`config.mk`:
```
export PLATFORM = sky130hd
export DESIGN_NAME = dcache_missunit
export DESIGN_NICKNAME = d
export VERILOG_FILES = /design/src/verilog/dcache_geom_pkg.sv /design/src/verilog/dcache_mem_pkg.sv /design/src/verilog/miss_if.sv /design/src/verilog/dcache_missunit.sv /design/src/verilog/miss_ctrl_fsm.sv /design/src/verilog/refill_mshr.sv /design/src/verilog/miss_port_arbiter.sv
export VERILOG_INCLUDE_DIRS = /design/src /design/src/verilog
export SDC_FILE = /design/constraint.sdc
export NUM_CORES = 1
export LEC_CHECK = 0
export BUFFER_PORTS_ARGS = -buffer_cell sky130_fd_sc_hd__buf_2
export CAP_MARGIN = 0
export CORE_AREA = 2 2 291 293
export DETAILED_ROUTE_END_ITERATION = 6
export DIE_AREA = 0 0 293 295
export SKIP_LAST_GASP = 1
export SYNTH_ARGS = -nofsm -noshare
export SYNTH_HDL_FRONTEND = slang
export SYNTH_SLANG_ARGS = --single-unit
```
`constraint.sdc`:
```
create_clock -name clk_i -period 5.7 [get_ports clk_i]
set_input_delay 1.71 -clock clk_i [delete_from_list [all_inputs] [get_ports clk_i]]
set_output_delay 1.71 -clock clk_i [all_outputs]
set_load 0.02 [all_outputs]
```
`src/verilog/dcache_defs.svh`:
```
`ifndef DCACHE_DEFS_SVH
`define DCACHE_DEFS_SVH

// cache geometry
`define DCACHE_NUM_WAYS    4
`define DCACHE_NUM_SETS    16
`define DCACHE_LINE_BYTES  16
`define DCACHE_PADDR_WIDTH 32

// field widths of a physical address
`define DCACHE_OFFSET_WIDTH $clog2(`DCACHE_LINE_BYTES)
`define DCACHE_INDEX_WIDTH  $clog2(`DCACHE_NUM_SETS)
`define DCACHE_TAG_WIDTH    (`DCACHE_PADDR_WIDTH-`DCACHE_INDEX_WIDTH-`DCACHE_OFFSET_WIDTH)
`define DCACHE_WAY_WIDTH    $clog2(`DCACHE_NUM_WAYS)

// miss ports, the last port only issues stores
`define DCACHE_NUM_PORTS  3
`define DCACHE_PORT_WIDTH $clog2(`DCACHE_NUM_PORTS)

// memory transactions
`define DCACHE_TID_WIDTH  2
`define DCACHE_MAX_STORES 4

`endif
```
`src/verilog/dcache_geom_pkg.sv`:
```
`default_nettype none
`include "dcache_defs.svh"

package dcache_geom_pkg;

  // physical address and the fields cut from it
  typedef logic [`DCACHE_PADDR_WIDTH-1:0]  paddr_t;
  typedef logic [`DCACHE_TAG_WIDTH-1:0]    tag_t;
  typedef logic [`DCACHE_INDEX_WIDTH-1:0]  set_idx_t;
  typedef logic [`DCACHE_OFFSET_WIDTH-1:0] offset_t;

  // way number, and one bit per way
  typedef logic [`DCACHE_WAY_WIDTH-1:0]    way_t;
  typedef logic [`DCACHE_NUM_WAYS-1:0]     way_oh_t;

  typedef logic [8*`DCACHE_LINE_BYTES-1:0] line_t;
  typedef logic [`DCACHE_TID_WIDTH-1:0]    tid_t;
  // log2 of the access size in bytes
  typedef logic [2:0]                      size_t;

  function automatic tag_t addr_tag(paddr_t paddr);
    return paddr[`DCACHE_PADDR_WIDTH-1 -: `DCACHE_TAG_WIDTH];
  endfunction

  function automatic set_idx_t addr_idx(paddr_t paddr);
    return paddr[`DCACHE_OFFSET_WIDTH +: `DCACHE_INDEX_WIDTH];
  endfunction

  function automatic way_oh_t way_bin2oh(way_t way);
    way_oh_t oh;
    oh      = '0;
    oh[way] = 1'b1;
    return oh;
  endfunction

endpackage

`default_nettype wire

```
`src/verilog/dcache_mem_pkg.sv`:
```
`default_nettype none

package dcache_mem_pkg;
  import dcache_geom_pkg::*;

  // request kinds towards memory
  typedef enum logic {
    MEM_LOAD_REQ  = 1'b0,
    MEM_STORE_REQ = 1'b1
  } mem_rtype_e;

  // return kinds from memory
  typedef enum logic {
    RTRN_LOAD_ACK  = 1'b0,
    RTRN_STORE_ACK = 1'b1
  } rtrn_type_e;

  typedef struct packed {
    mem_rtype_e  rtype;
    logic        nc;
    // refill way picked for a load
    way_t        way;
    tid_t        tid;
    size_t       size;
    paddr_t      paddr;
    logic [63:0] data;
  } mem_req_t;

  // a load ack always carries the whole line
  typedef struct packed {
    rtrn_type_e rtype;
    tid_t       tid;
    line_t      data;
  } mem_rtrn_t;

  // clear the address bits below the access size
  function automatic paddr_t paddr_size_align(paddr_t paddr, size_t size);
    paddr_t res;
    res = paddr;
    case (size)
      3'b001:  res[0]   = 1'b0;
      3'b010:  res[1:0] = 2'b00;
      3'b011:  res[2:0] = 3'b000;
      default: res      = paddr;
    endcase
    return res;
  endfunction

endpackage

`default_nettype wire

```
`src/verilog/miss_if.sv`:
```
`default_nettype none
`include "dcache_defs.svh"

interface miss_if;
  import dcache_geom_pkg::*;

  // the winning miss, driven by the arbiter
  logic                          vld;
  logic [`DCACHE_PORT_WIDTH-1:0] port_idx;
  logic                          we;
  logic                          nc;
  paddr_t                        paddr;
  logic [63:0]                   wdata;
  size_t                         size;
  tid_t                          id;
  // valid bits of the set, seen at lookup
  way_oh_t                       vld_bits;

  // control back from the FSM
  logic                          lock;
  logic                          mask_reads;

  modport arb (
    output vld, port_idx, we, nc, paddr, wdata, size, id, vld_bits,
    input  lock, mask_reads
  );

  modport ctrl (
    input  vld, port_idx, we, nc, paddr, wdata, size, id, vld_bits,
    output lock, mask_reads
  );

endinterface

`default_nettype wire

```
`src/verilog/dcache_missunit.sv`:
```
`default_nettype none
`include "dcache_defs.svh"

module dcache_missunit (
  input  logic                                             clk_i,
  input  logic                                             rst_ni,
  // cache management
  input  logic                                             flush_i,
  output logic                                             flush_ack_o,
  output logic                                             miss_o,
  input  logic                                             wbuffer_empty_i,
  // miss ports, last one is the write port
  input  logic [`DCACHE_NUM_PORTS-1:0]                     miss_req_i,
  output logic [`DCACHE_NUM_PORTS-1:0]                     miss_ack_o,
  input  logic [`DCACHE_NUM_PORTS-1:0]                     miss_nc_i,
  input  logic [`DCACHE_NUM_PORTS-1:0]                     miss_we_i,
  input  logic [`DCACHE_NUM_PORTS-1:0][63:0]               miss_wdata_i,
  input  dcache_geom_pkg::paddr_t  [`DCACHE_NUM_PORTS-1:0] miss_paddr_i,
  input  dcache_geom_pkg::way_oh_t [`DCACHE_NUM_PORTS-1:0] miss_vld_bits_i,
  input  dcache_geom_pkg::size_t   [`DCACHE_NUM_PORTS-1:0] miss_size_i,
  input  dcache_geom_pkg::tid_t    [`DCACHE_NUM_PORTS-1:0] miss_id_i,
  output logic [`DCACHE_NUM_PORTS-1:0]                     miss_rtrn_vld_o,
  output dcache_geom_pkg::tid_t                            miss_rtrn_id_o,
  // cache memory write port
  output logic                                             wr_cl_vld_o,
  output logic                                             wr_cl_nc_o,
  output dcache_geom_pkg::way_oh_t                         wr_cl_we_o,
  output dcache_geom_pkg::tag_t                            wr_cl_tag_o,
  output dcache_geom_pkg::set_idx_t                        wr_cl_idx_o,
  output dcache_geom_pkg::offset_t                         wr_cl_off_o,
  output dcache_geom_pkg::line_t                           wr_cl_data_o,
  output dcache_geom_pkg::way_oh_t                         wr_vld_bits_o,
  // memory side
  input  logic                                             mem_rtrn_vld_i,
  input  dcache_mem_pkg::mem_rtrn_t                        mem_rtrn_i,
  output logic                                             mem_req_o,
  input  logic                                             mem_ack_i,
  output dcache_mem_pkg::mem_req_t                         mem_data_o
);
  import dcache_geom_pkg::*;

  logic                          mshr_vld;
  logic                          alloc;
  logic                          load_ack;
  logic                          flush_en;
  set_idx_t                      flush_idx;
  way_t                          repl_way;
  logic [`DCACHE_PORT_WIDTH-1:0] mshr_port;

  miss_if miss_bus ();

  miss_port_arbiter i_arbiter (
    .clk_i           (clk_i),
    .rst_ni          (rst_ni),
    .miss_req_i      (miss_req_i),
    .miss_we_i       (miss_we_i),
    .miss_nc_i       (miss_nc_i),
    .miss_paddr_i    (miss_paddr_i),
    .miss_wdata_i    (miss_wdata_i),
    .miss_size_i     (miss_size_i),
    .miss_id_i       (miss_id_i),
    .miss_vld_bits_i (miss_vld_bits_i),
    .arb             (miss_bus.arb)
  );

  refill_mshr i_mshr (
    .clk_i         (clk_i),
    .rst_ni        (rst_ni),
    .bus           (miss_bus.ctrl),
    .alloc_i       (alloc),
    .load_ack_i    (load_ack),
    .flush_en_i    (flush_en),
    .flush_idx_i   (flush_idx),
    .mem_rtrn_i    (mem_rtrn_i),
    .mshr_vld_o    (mshr_vld),
    .repl_way_o    (repl_way),
    .mshr_port_o   (mshr_port),
    .wr_cl_vld_o   (wr_cl_vld_o),
    .wr_cl_nc_o    (wr_cl_nc_o),
    .wr_cl_we_o    (wr_cl_we_o),
    .wr_cl_tag_o   (wr_cl_tag_o),
    .wr_cl_idx_o   (wr_cl_idx_o),
    .wr_cl_off_o   (wr_cl_off_o),
    .wr_cl_data_o  (wr_cl_data_o),
    .wr_vld_bits_o (wr_vld_bits_o)
  );

  miss_ctrl_fsm i_ctrl (
    .clk_i           (clk_i),
    .rst_ni          (rst_ni),
    .flush_i         (flush_i),
    .flush_ack_o     (flush_ack_o),
    .miss_o          (miss_o),
    .wbuffer_empty_i (wbuffer_empty_i),
    .bus             (miss_bus.ctrl),
    .mshr_vld_i      (mshr_vld),
    .repl_way_i      (repl_way),
    .mshr_port_i     (mshr_port),
    .alloc_o         (alloc),
    .load_ack_o      (load_ack),
    .flush_en_o      (flush_en),
    .flush_idx_o     (flush_idx),
    .miss_ack_o      (miss_ack_o),
    .miss_rtrn_vld_o (miss_rtrn_vld_o),
    .miss_rtrn_id_o  (miss_rtrn_id_o),
    .mem_req_o       (mem_req_o),
    .mem_ack_i       (mem_ack_i),
    .mem_data_o      (mem_data_o),
    .mem_rtrn_vld_i  (mem_rtrn_vld_i),
    .mem_rtrn_i      (mem_rtrn_i)
  );

endmodule

`default_nettype wire

```
`src/verilog/miss_ctrl_fsm.sv`:
```
`default_nettype none
`include "dcache_defs.svh"

module miss_ctrl_fsm (
  input  logic                          clk_i,
  input  logic                          rst_ni,
  input  logic                          flush_i,
  output logic                          flush_ack_o,
  output logic                          miss_o,
  input  logic                          wbuffer_empty_i,
  miss_if.ctrl                          bus,
  input  logic                          mshr_vld_i,
  input  dcache_geom_pkg::way_t         repl_way_i,
  input  logic [`DCACHE_PORT_WIDTH-1:0] mshr_port_i,
  output logic                          alloc_o,
  output logic                          load_ack_o,
  output logic                          flush_en_o,
  output dcache_geom_pkg::set_idx_t     flush_idx_o,
  output logic [`DCACHE_NUM_PORTS-1:0]  miss_ack_o,
  output logic [`DCACHE_NUM_PORTS-1:0]  miss_rtrn_vld_o,
  output dcache_geom_pkg::tid_t         miss_rtrn_id_o,
  output logic                          mem_req_o,
  input  logic                          mem_ack_i,
  output dcache_mem_pkg::mem_req_t      mem_data_o,
  input  logic                          mem_rtrn_vld_i,
  input  dcache_mem_pkg::mem_rtrn_t     mem_rtrn_i
);
  import dcache_geom_pkg::*;
  import dcache_mem_pkg::*;

  typedef enum logic [2:0] {IDLE, DRAIN, FLUSH, STORE_WAIT, LOAD_WAIT} state_e;

  state_e     state_d, state_q;
  set_idx_t   cnt_d, cnt_q;
  logic       flush_pend_d, flush_pend_q;
  logic       flush_done;
  mem_rtype_e req_type;
  logic       store_sent, store_ack, store_ok;
  logic [$clog2(`DCACHE_MAX_STORES+1)-1:0] stores_d, stores_q;

  ////////////////////////////////////////////////////////////
  // flush sweep and memory request

  assign cnt_d       = (flush_en_o) ? cnt_q + 1'b1 : '0;
  assign flush_done  = (cnt_q == set_idx_t'(`DCACHE_NUM_SETS-1));
  assign flush_idx_o = cnt_q;

  assign mem_data_o = '{rtype: req_type, nc: bus.nc, way: repl_way_i, tid: bus.id,
                        size: bus.size, paddr: paddr_size_align(bus.paddr, bus.size),
                        data: bus.wdata};

  always_comb begin : p_ack
    miss_ack_o               = '0;
    miss_ack_o[bus.port_idx] = mem_req_o & mem_ack_i;
  end

  // count a miss only for cacheable reads
  assign miss_o = alloc_o & ~bus.nc;

  ////////////////////////////////////////////////////////////
  // returns and stores in flight

  always_comb begin : p_rtrn
    load_ack_o      = 1'b0;
    store_ack       = 1'b0;
    miss_rtrn_vld_o = '0;
    if (mem_rtrn_vld_i) begin
      case (mem_rtrn_i.rtype)
        RTRN_LOAD_ACK: begin
          if (mshr_vld_i) begin
            load_ack_o                   = 1'b1;
            miss_rtrn_vld_o[mshr_port_i] = 1'b1;
          end
        end
        default: begin
          // store acks go to the write port
          if (stores_q != '0) begin
            store_ack                               = 1'b1;
            miss_rtrn_vld_o[`DCACHE_NUM_PORTS-1] = 1'b1;
          end
        end
      endcase
    end
  end

  assign miss_rtrn_id_o = mem_rtrn_i.tid;
  assign store_sent     = mem_req_o & mem_ack_i & (req_type == MEM_STORE_REQ);
  assign store_ok       = (stores_q < `DCACHE_MAX_STORES);
  assign stores_d       = stores_q + store_sent - store_ack;

  ////////////////////////////////////////////////////////////
  // control FSM

  always_comb begin : p_fsm
    state_d        = state_q;
    flush_pend_d   = flush_pend_q;
    flush_ack_o    = 1'b0;
    flush_en_o     = 1'b0;
    mem_req_o      = 1'b0;
    req_type       = MEM_LOAD_REQ;
    alloc_o        = 1'b0;
    bus.lock       = 1'b0;
    bus.mask_reads = mshr_vld_i;
    case (state_q)
      IDLE: begin
        if (flush_i || flush_pend_q) begin
          flush_pend_d = 1'b1;
          state_d      = (wbuffer_empty_i && !mshr_vld_i) ? FLUSH : DRAIN;
        end else if (bus.vld && bus.we) begin
          // stores pass straight through
          if (store_ok) begin
            mem_req_o = 1'b1;
            req_type  = MEM_STORE_REQ;
            if (!mem_ack_i) begin
              state_d = STORE_WAIT;
            end
          end
        end else if (bus.vld && (!mshr_vld_i || load_ack_o)) begin
          mem_req_o = 1'b1;
          alloc_o   = mem_ack_i;
          if (!mem_ack_i) begin
            state_d = LOAD_WAIT;
          end
        end
      end
      // hold the selection until memory takes it
      STORE_WAIT: begin
        bus.lock  = 1'b1;
        mem_req_o = 1'b1;
        req_type  = MEM_STORE_REQ;
        if (mem_ack_i) begin
          state_d = IDLE;
        end
      end
      LOAD_WAIT: begin
        bus.lock  = 1'b1;
        mem_req_o = 1'b1;
        if (mem_ack_i) begin
          alloc_o = 1'b1;
          state_d = IDLE;
        end
      end
      // stores only, wait for the read and the write buffer
      DRAIN: begin
        bus.mask_reads = 1'b1;
        if (bus.vld && store_ok) begin
          mem_req_o = 1'b1;
          req_type  = MEM_STORE_REQ;
        end
        if (wbuffer_empty_i && !mshr_vld_i) begin
          state_d = IDLE;
        end
      end
      FLUSH: begin
        flush_en_o = 1'b1;
        if (flush_done) begin
          flush_ack_o  = flush_pend_q;
          flush_pend_d = 1'b0;
          state_d      = IDLE;
        end
      end
      default: state_d = IDLE;
    endcase
  end

  // reset starts with a sweep
  always_ff @(posedge clk_i or negedge rst_ni) begin : p_regs
    if (!rst_ni) begin
      state_q      <= FLUSH;
      cnt_q        <= '0;
      flush_pend_q <= 1'b0;
      stores_q     <= '0;
    end else begin
      state_q      <= state_d;
      cnt_q        <= cnt_d;
      flush_pend_q <= flush_pend_d;
      stores_q     <= stores_d;
    end
  end

  store_count_bound : assert property (@(posedge clk_i) disable iff (!rst_ni)
    stores_q <= `DCACHE_MAX_STORES)
    else $error("too many stores in flight");

endmodule

`default_nettype wire

```
`src/verilog/refill_mshr.sv`:
```
`default_nettype none
`include "dcache_defs.svh"

module refill_mshr (
  input  logic                          clk_i,
  input  logic                          rst_ni,
  miss_if.ctrl                          bus,
  input  logic                          alloc_i,
  input  logic                          load_ack_i,
  input  logic                          flush_en_i,
  input  dcache_geom_pkg::set_idx_t     flush_idx_i,
  input  dcache_mem_pkg::mem_rtrn_t     mem_rtrn_i,
  output logic                          mshr_vld_o,
  output dcache_geom_pkg::way_t         repl_way_o,
  output logic [`DCACHE_PORT_WIDTH-1:0] mshr_port_o,
  output logic                          wr_cl_vld_o,
  output logic                          wr_cl_nc_o,
  output dcache_geom_pkg::way_oh_t      wr_cl_we_o,
  output dcache_geom_pkg::tag_t         wr_cl_tag_o,
  output dcache_geom_pkg::set_idx_t     wr_cl_idx_o,
  output dcache_geom_pkg::offset_t      wr_cl_off_o,
  output dcache_geom_pkg::line_t        wr_cl_data_o,
  output dcache_geom_pkg::way_oh_t      wr_vld_bits_o
);
  import dcache_geom_pkg::*;

  // one outstanding read
  logic                          mshr_vld_q;
  paddr_t                        mshr_paddr_q;
  tid_t                          mshr_id_q;
  logic                          mshr_nc_q;
  way_t                          mshr_way_q;
  logic [`DCACHE_PORT_WIDTH-1:0] mshr_port_q;

  logic [7:0] lfsr_q;
  way_t       inv_way;
  logic       all_valid;
  logic       cl_write_en;

  ////////////////////////////////////////////////////////////
  // way replacement

  // first invalid way of the selected set
  always_comb begin : p_inv_way
    inv_way = '0;
    for (int w = `DCACHE_NUM_WAYS-1; w >= 0; w--) begin
      if (!bus.vld_bits[w]) begin
        inv_way = w[`DCACHE_WAY_WIDTH-1:0];
      end
    end
  end

  assign all_valid  = &bus.vld_bits;
  // set full, evict a pseudo-random way
  assign repl_way_o = (all_valid) ? lfsr_q[`DCACHE_WAY_WIDTH-1:0] : inv_way;

  // x^8+x^6+x^5+x^4+1, steps only when it picked the way
  always_ff @(posedge clk_i or negedge rst_ni) begin : p_lfsr
    if (!rst_ni) begin
      lfsr_q <= 8'hff;
    end else if (alloc_i && all_valid) begin
      lfsr_q <= {lfsr_q[6:0], lfsr_q[7] ^ lfsr_q[5] ^ lfsr_q[4] ^ lfsr_q[3]};
    end
  end

  ////////////////////////////////////////////////////////////
  // MSHR

  // alloc wins over a load ack in the same cycle
  always_ff @(posedge clk_i or negedge rst_ni) begin : p_mshr_vld
    if (!rst_ni) begin
      mshr_vld_q <= 1'b0;
    end else if (alloc_i) begin
      mshr_vld_q <= 1'b1;
    end else if (load_ack_i) begin
      mshr_vld_q <= 1'b0;
    end
  end

  always_ff @(posedge clk_i) begin : p_mshr_data
    if (alloc_i) begin
      mshr_paddr_q <= bus.paddr;
      mshr_id_q    <= bus.id;
      mshr_nc_q    <= bus.nc;
      mshr_way_q   <= repl_way_o;
      mshr_port_q  <= bus.port_idx;
    end
  end

  assign mshr_vld_o  = mshr_vld_q;
  assign mshr_port_o = mshr_port_q;

  ////////////////////////////////////////////////////////////
  // cacheline write port

  // non-cacheable returns leave the cache alone
  assign cl_write_en   = load_ack_i & ~mshr_nc_q;

  // flush clears a whole set
  assign wr_cl_we_o    = (flush_en_i)  ? '1 :
                         (cl_write_en) ? way_bin2oh(mshr_way_q) :
                                         '0;
  assign wr_vld_bits_o = (!flush_en_i && cl_write_en) ? way_bin2oh(mshr_way_q) : '0;
  assign wr_cl_vld_o   = load_ack_i | (|wr_cl_we_o);
  assign wr_cl_nc_o    = mshr_nc_q;
  assign wr_cl_idx_o   = (flush_en_i) ? flush_idx_i : addr_idx(mshr_paddr_q);
  assign wr_cl_tag_o   = addr_tag(mshr_paddr_q);
  assign wr_cl_off_o   = mshr_paddr_q[`DCACHE_OFFSET_WIDTH-1:0];
  assign wr_cl_data_o  = mem_rtrn_i.data;

  // returned line belongs to the read held here
  load_tid_match : assert property (@(posedge clk_i) disable iff (!rst_ni)
    load_ack_i |-> (mem_rtrn_i.tid == mshr_id_q))
    else $error("load return tid does not match the MSHR");

endmodule

`default_nettype wire

```
`src/verilog/miss_port_arbiter.sv`:
```
`default_nettype none
`include "dcache_defs.svh"

module miss_port_arbiter (
  input  logic                                            clk_i,
  input  logic                                            rst_ni,
  input  logic [`DCACHE_NUM_PORTS-1:0]                    miss_req_i,
  input  logic [`DCACHE_NUM_PORTS-1:0]                    miss_we_i,
  input  logic [`DCACHE_NUM_PORTS-1:0]                    miss_nc_i,
  input  dcache_geom_pkg::paddr_t [`DCACHE_NUM_PORTS-1:0] miss_paddr_i,
  input  logic [`DCACHE_NUM_PORTS-1:0][63:0]              miss_wdata_i,
  input  dcache_geom_pkg::size_t  [`DCACHE_NUM_PORTS-1:0] miss_size_i,
  input  dcache_geom_pkg::tid_t   [`DCACHE_NUM_PORTS-1:0] miss_id_i,
  input  dcache_geom_pkg::way_oh_t [`DCACHE_NUM_PORTS-1:0] miss_vld_bits_i,
  miss_if.arb                                             arb
);

  logic [`DCACHE_NUM_PORTS-1:0]  req_masked_d, req_masked_q;
  logic [`DCACHE_PORT_WIDTH-1:0] port_sel;

  // locked: hold last mask, else drop reads when asked
  assign req_masked_d = (arb.lock)       ? req_masked_q :
                        (arb.mask_reads) ? (miss_req_i & miss_we_i) :
                                           miss_req_i;

  // fixed priority, lowest index wins
  always_comb begin : p_select
    port_sel = '0;
    for (int k = `DCACHE_NUM_PORTS-1; k >= 0; k--) begin
      if (req_masked_d[k]) begin
        port_sel = k[`DCACHE_PORT_WIDTH-1:0];
      end
    end
  end

  assign arb.vld      = |req_masked_d;
  assign arb.port_idx = port_sel;
  // fields of the selected port
  assign arb.we       = miss_we_i[port_sel];
  assign arb.nc       = miss_nc_i[port_sel];
  assign arb.paddr    = miss_paddr_i[port_sel];
  assign arb.wdata    = miss_wdata_i[port_sel];
  assign arb.size     = miss_size_i[port_sel];
  assign arb.id       = miss_id_i[port_sel];
  assign arb.vld_bits = miss_vld_bits_i[port_sel];

  always_ff @(posedge clk_i or negedge rst_ni) begin : p_mask_reg
    if (!rst_ni) begin
      req_masked_q <= '0;
    end else begin
      req_masked_q <= req_masked_d;
    end
  end

  // stores only ever come from the last port
  only_last_port_writes : assert property (@(posedge clk_i) disable iff (!rst_ni)
    (miss_req_i[`DCACHE_NUM_PORTS-2:0] & miss_we_i[`DCACHE_NUM_PORTS-2:0]) == '0)
    else $error("store request on a read port");

endmodule

`default_nettype wire

```
==> results of run 1 <==
worst max-delay path, stage by stage:
cell and delay [ps]:
buf_2 110, nand2b_1 150, a31oi_1 220, o211a_1 250, inv_1 120, nand2_4 140
buf_12 250, buf_4 200, o22ai_1 100, a21oi_1 330, buf_2 230
routing by layer:
layer  routed length, um  part of all wire  global-route usage
met1               19600              0.37               0.127
met2               23800              0.45               0.186
met3                7710              0.14              0.0700
met4                2120             0.040              0.0465
met5                 172            0.0032             0.00887
power by group:
group	internal [W]	switching [W]	total, W
logic	0.00108	0.00195	0.00303
clock network	0.000297	0.000250	0.000547
registers	0.000539	0.0000665	0.000605
total	0.00191	0.00227	0.00418
placed cells by master (no fill, tap or decap), types with 3 or more instances in the layout:
master	Yosys	routed
buf_2	6	485
nor2_1	126	125
a21oi_1	108	105
o22ai_1	104	104
buf_4	190	57
edfxtp_1	37	37
inv_1	14	14
dfrtp_1	14	14
nand2_1	14	13
nand2b_1	12	12
diode_2	0	11
nor3_1	10	10
mux2_2	10	10
o21ai_0	9	9
clkbuf_16	0	9
dfstp_2	9	9
nor2b_1	6	6
xnor2_1	6	6
buf_12	0	6
o221ai_1	4	4
o21a_1	5	4
nand3_1	4	4
inv_2	3	3
o211ai_1	3	3
o311a_1	3	3
or3_1	3	3
a21oi_2	1	3
ha_1	3	3
what timing repair did:
item,CTS,global route
buffers inserted,0,2
endpoints found under the setup margin,1,9
pin swaps,0,2
gates resized for setup,1,5
kinds of logic after synthesis:
group,Yosys count
AOI/OAI and AO/OA,258
xor gates and xnor gates,7
muxes,14
adders and majority gates,4
and+or+nand+nor,189
DFF,60
buffers and inverters,257
cell type report:
cell class | count | area share
clock buffer | 9 | 0.0246
inverter | 17 | 0.00697
multi-input combinational | 472 | 0.301
antenna | 11 | 0.00301
clock inverter | 7 | 0.00533
tap | 1080 | 0.148
timing repair buffer | 549 | 0.326
sequential | 60 | 0.185
through the flow:
step                      cells  hold slack, ps  total power (W)  cell area, um2
after floorplan             789             451          0.00253            6100
after CTS                  2192             529          0.00422            9090
after global routing       2204             534          0.00448            9150
after global placement     2176             497          0.00363            8820
final                      2205             518          0.00418            9160
after detailed placement   2176             513          0.00363            8820
state kept, by name (all words and copies together) (netlist names):
| name | cells |
|---|---|
| i_mshr.mshr_port_o | 2 |
| i_ctrl.flush_idx_o | 4 |
| i_arbiter.req_masked_q | 3 |
| i_mshr.mshr_way_q | 2 |
| i_ctrl.stores_q | 3 |
| i_mshr.mshr_paddr_q | 32 |
| i_mshr.lfsr_q | 8 |
| i_mshr.mshr_vld_o | 1 |
| i_ctrl.state_q | 3 |
| i_ctrl.flush_pend_q | 1 |
| i_mshr.wr_cl_nc_o | 1 |
worst max-delay path by stage:
stage                       from         endpoint  slack, ps  depth (start not counted)
floorplan           miss_we_i[0]  mem_data_o[101]        170                          7
global placement    miss_we_i[2]   mem_data_o[72]       -110                         11
detailed placement  miss_we_i[2]   mem_data_o[72]        -60                         11
CTS                 miss_we_i[2]   mem_data_o[86]         20                         11
global route        miss_we_i[2]  mem_data_o[101]         -6                         11
finish              miss_we_i[2]   mem_data_o[15]        100                         11
==> summary.txt, run 1 <==
Logic synthesis
  • Yosys reg bits: 60
  • Mux cell area share after synthesis: 0.0255
  • Most numerous cell in the Yosys netlist: buf_4
  • Post-Syn Nets: 1254
  • Register area share after synthesis: 0.279
  • Area share of fa/ha/maj cells after synthesis: 0.00944
  • Simple-gate area share of the yosys netlist: 0.143
  • Synth area leader: buf_4
  • Post-synth top cells: buf_4 (190), nor2_1 (126), a21oi_1 (108)
  • Main combinational cell family by area after synthesis: buffers and inverters
  • Post-synth EDFFs: 37
  • Cells after Synth: 789
  • Synth Area in Compound Gates: 0.257
  • Yosys cell types: 60
  • Avg Cell Area, Syn: 7.73 um2
  • Ranking of synthesized cells by area: buf_4 (23%), edfxtp_1 (18%), o22ai_1 (11%)
  • Post-synth ARST share: 0.383
  • Yosys warning total: 0
  • Synth Area in XOR/XNOR: 0.0101
  • Top-area cell type share of the netlist area: 0.234
  • Mapped cell area: 0.00610 mm2
  • Main synth FF type: edfxtp_1

Place
  • Post-place setup slack: -59.6 ps
  • Buffers on Ports: 486
  • GPL Wtd Cong: 0.957
  • Post-DP HPWL: 47300 um

Power
  • P_leak: 4.01 nW
  • PD cells: 457 mW/mm2
  • Worst vdd ir: 0.221 mV

Timing
  • Max-slew violation count: 0
  • Fin crit share: 0.982
  • Maximum achievable frequency: 0.179 GHz
  • Final-report hold violation count: 0
  • Total negative slack: 0 ps
  • Final Critical Period: 5600 ps
  • RSZ-0062 raised after global routing: true
  • Final Setup Violations: 0
  • Setup WS post-layout: 101 ps
  • Slew @ Worst Pin: 895 ps
  • Worst Skew: 23.6 ps
  • Headroom to the max-slew limit: 0.403

Clock network
  • Hold-fix buffers, CTS: 0
  • Clock Latency Late Sink: 370 ps
  • CTS Sinks: 60
  • Htree depth: 3
  • Clock Tree Buf Depth: 2
  • Root buffer cell: clkbuf_16
  • CTS buffer count: 9
  • CTS clk-pin slew, worst paths: 60 ps
  • CTS tree: done

Die
  • Die area: 0.0864 mm2
  • Top Ports: 747
  • Chip Width: 293 um
  • Die height: 295 um
  • Initial core utilization: 0.0733
  • Row Count: 106
  • Core area: 0.0832 mm2

Cells and area
  • Share of layout cells above drive strength 1: 0.544
  • Seq. cell area: 0.00170 mm2
  • Fin nets: 1574
  • Area of the multi-input gates: 0.00276 mm2
  • Layout fillers: 9673
  • Final Core Density: 0.110
  • Area Growth Syn to Fin: 50.2%

Flow run
  • Max-cap violations: 0

Detailed routing
  • # DRC: 0
  • Router iterations before antenna repair: 4
  • Total wire length: 53400 um
  • Routed wire per std cell: 24.2 um
  • Routed vias: 7442
  • Post-DRT Antenna Nets: 0
  • Routed vias/inst: 3.38
  • First DRT Iteration DRCs: 438

Hold path
  • Hold EP: i_ctrl.flush_idx_o[0]$_DFF_PN0_
  • Hold depth: 1
  • Hold Crit Class: reg2reg
  • HP Start: i_ctrl.flush_idx_o[0]$_DFF_PN0_

Run status
  • Status: finished, final reports clean

Setup path
  • R2r setup slk: 1750 ps
  • Crit end category: output port
  • CP Class: in2out
  • CP arrival: 3890 ps
  • CP Launch Type: input pin
  • Reg-to-Reg Start: i_ctrl.state_q[0]$_DFFE_PN0P_
  • Critical R2R Capture: i_ctrl.stores_q[2]$_DFF_PN0_
  • Crit-path max FO: 39
  • Reg2Reg Depth: 15
  • Worst endpoint required time: 3990 ps

Global route
  • Largest net degree at the start of global routing: 71
  • First-pass GRT wire length: 66300 um
  • Vias in the first global route: 7051
  • Initial antenna violation count: 44
  • Grt ovf: 0
  • Total Routing Usage GR: 0.117
No activity file was read; power rests on OpenSTA's default activity.
==> run 2: changes to the inputs <==
ABC_AREA = 1   (was unset)
CORE_AREA = unset   (was 2 2 291 293)
CTS_CLUSTER_SIZE = 40   (was unset)
DIE_AREA = unset   (was 0 0 293 295)
SYNTH_HIERARCHICAL = 1   (was unset)
==> summary.txt, run 2 <==
Logic synthesis
  • Most numerous cell in the Yosys netlist: nand2_1
  • Post-synth ARST share: 0.383
  • Ranking of synthesized cells by area: buf_4 (25%), nand2_1 (18%), nand3_1 (14%)
  • Post-synth top cells: nand2_1 (397), buf_4 (269), inv_1 (261)
  • Post-synth EDFFs: 37
  • Top-area cell type share of the netlist area: 0.250
  • Yosys warning total: 0
  • # Cells Yosys: 1356
  • Main synth FF type: edfxtp_1
  • Synth area leader: buf_4
  • Yosys cell types: 36
  • Yosys reg bits: 60
  • Register area share after synthesis: 0.210
  • Synthesis area per yosys: 0.00809 mm2

Run status
  • Status: stopped before the end
  • Stopping stage: synthesis (1_2_yosys)
  • Stop Error: ERROR: Found 2 problems in 'check -assert'.
-- run 2: changes by cell type after synthesis, sizes merged, moves of 12 or more --
cell	change
inv	+245
buf	+92
nor2	-89
a21oi	-105
mux2	-12
nand3	+231
clkbuf	-12
nand2b	-12
nand2	+389
o22ai	-104
-- run 2: logic make-up after synthesis --
family | share of synthesized area
and+or+nand+nor | 0.363
AOI/OAI and AO/OA | 0.0161
buffers and inverters | 0.399
xor gates and xnor gates | 0.00433
adders and majority gates | 0.00711
other | 0.000464
DFF | 0.210
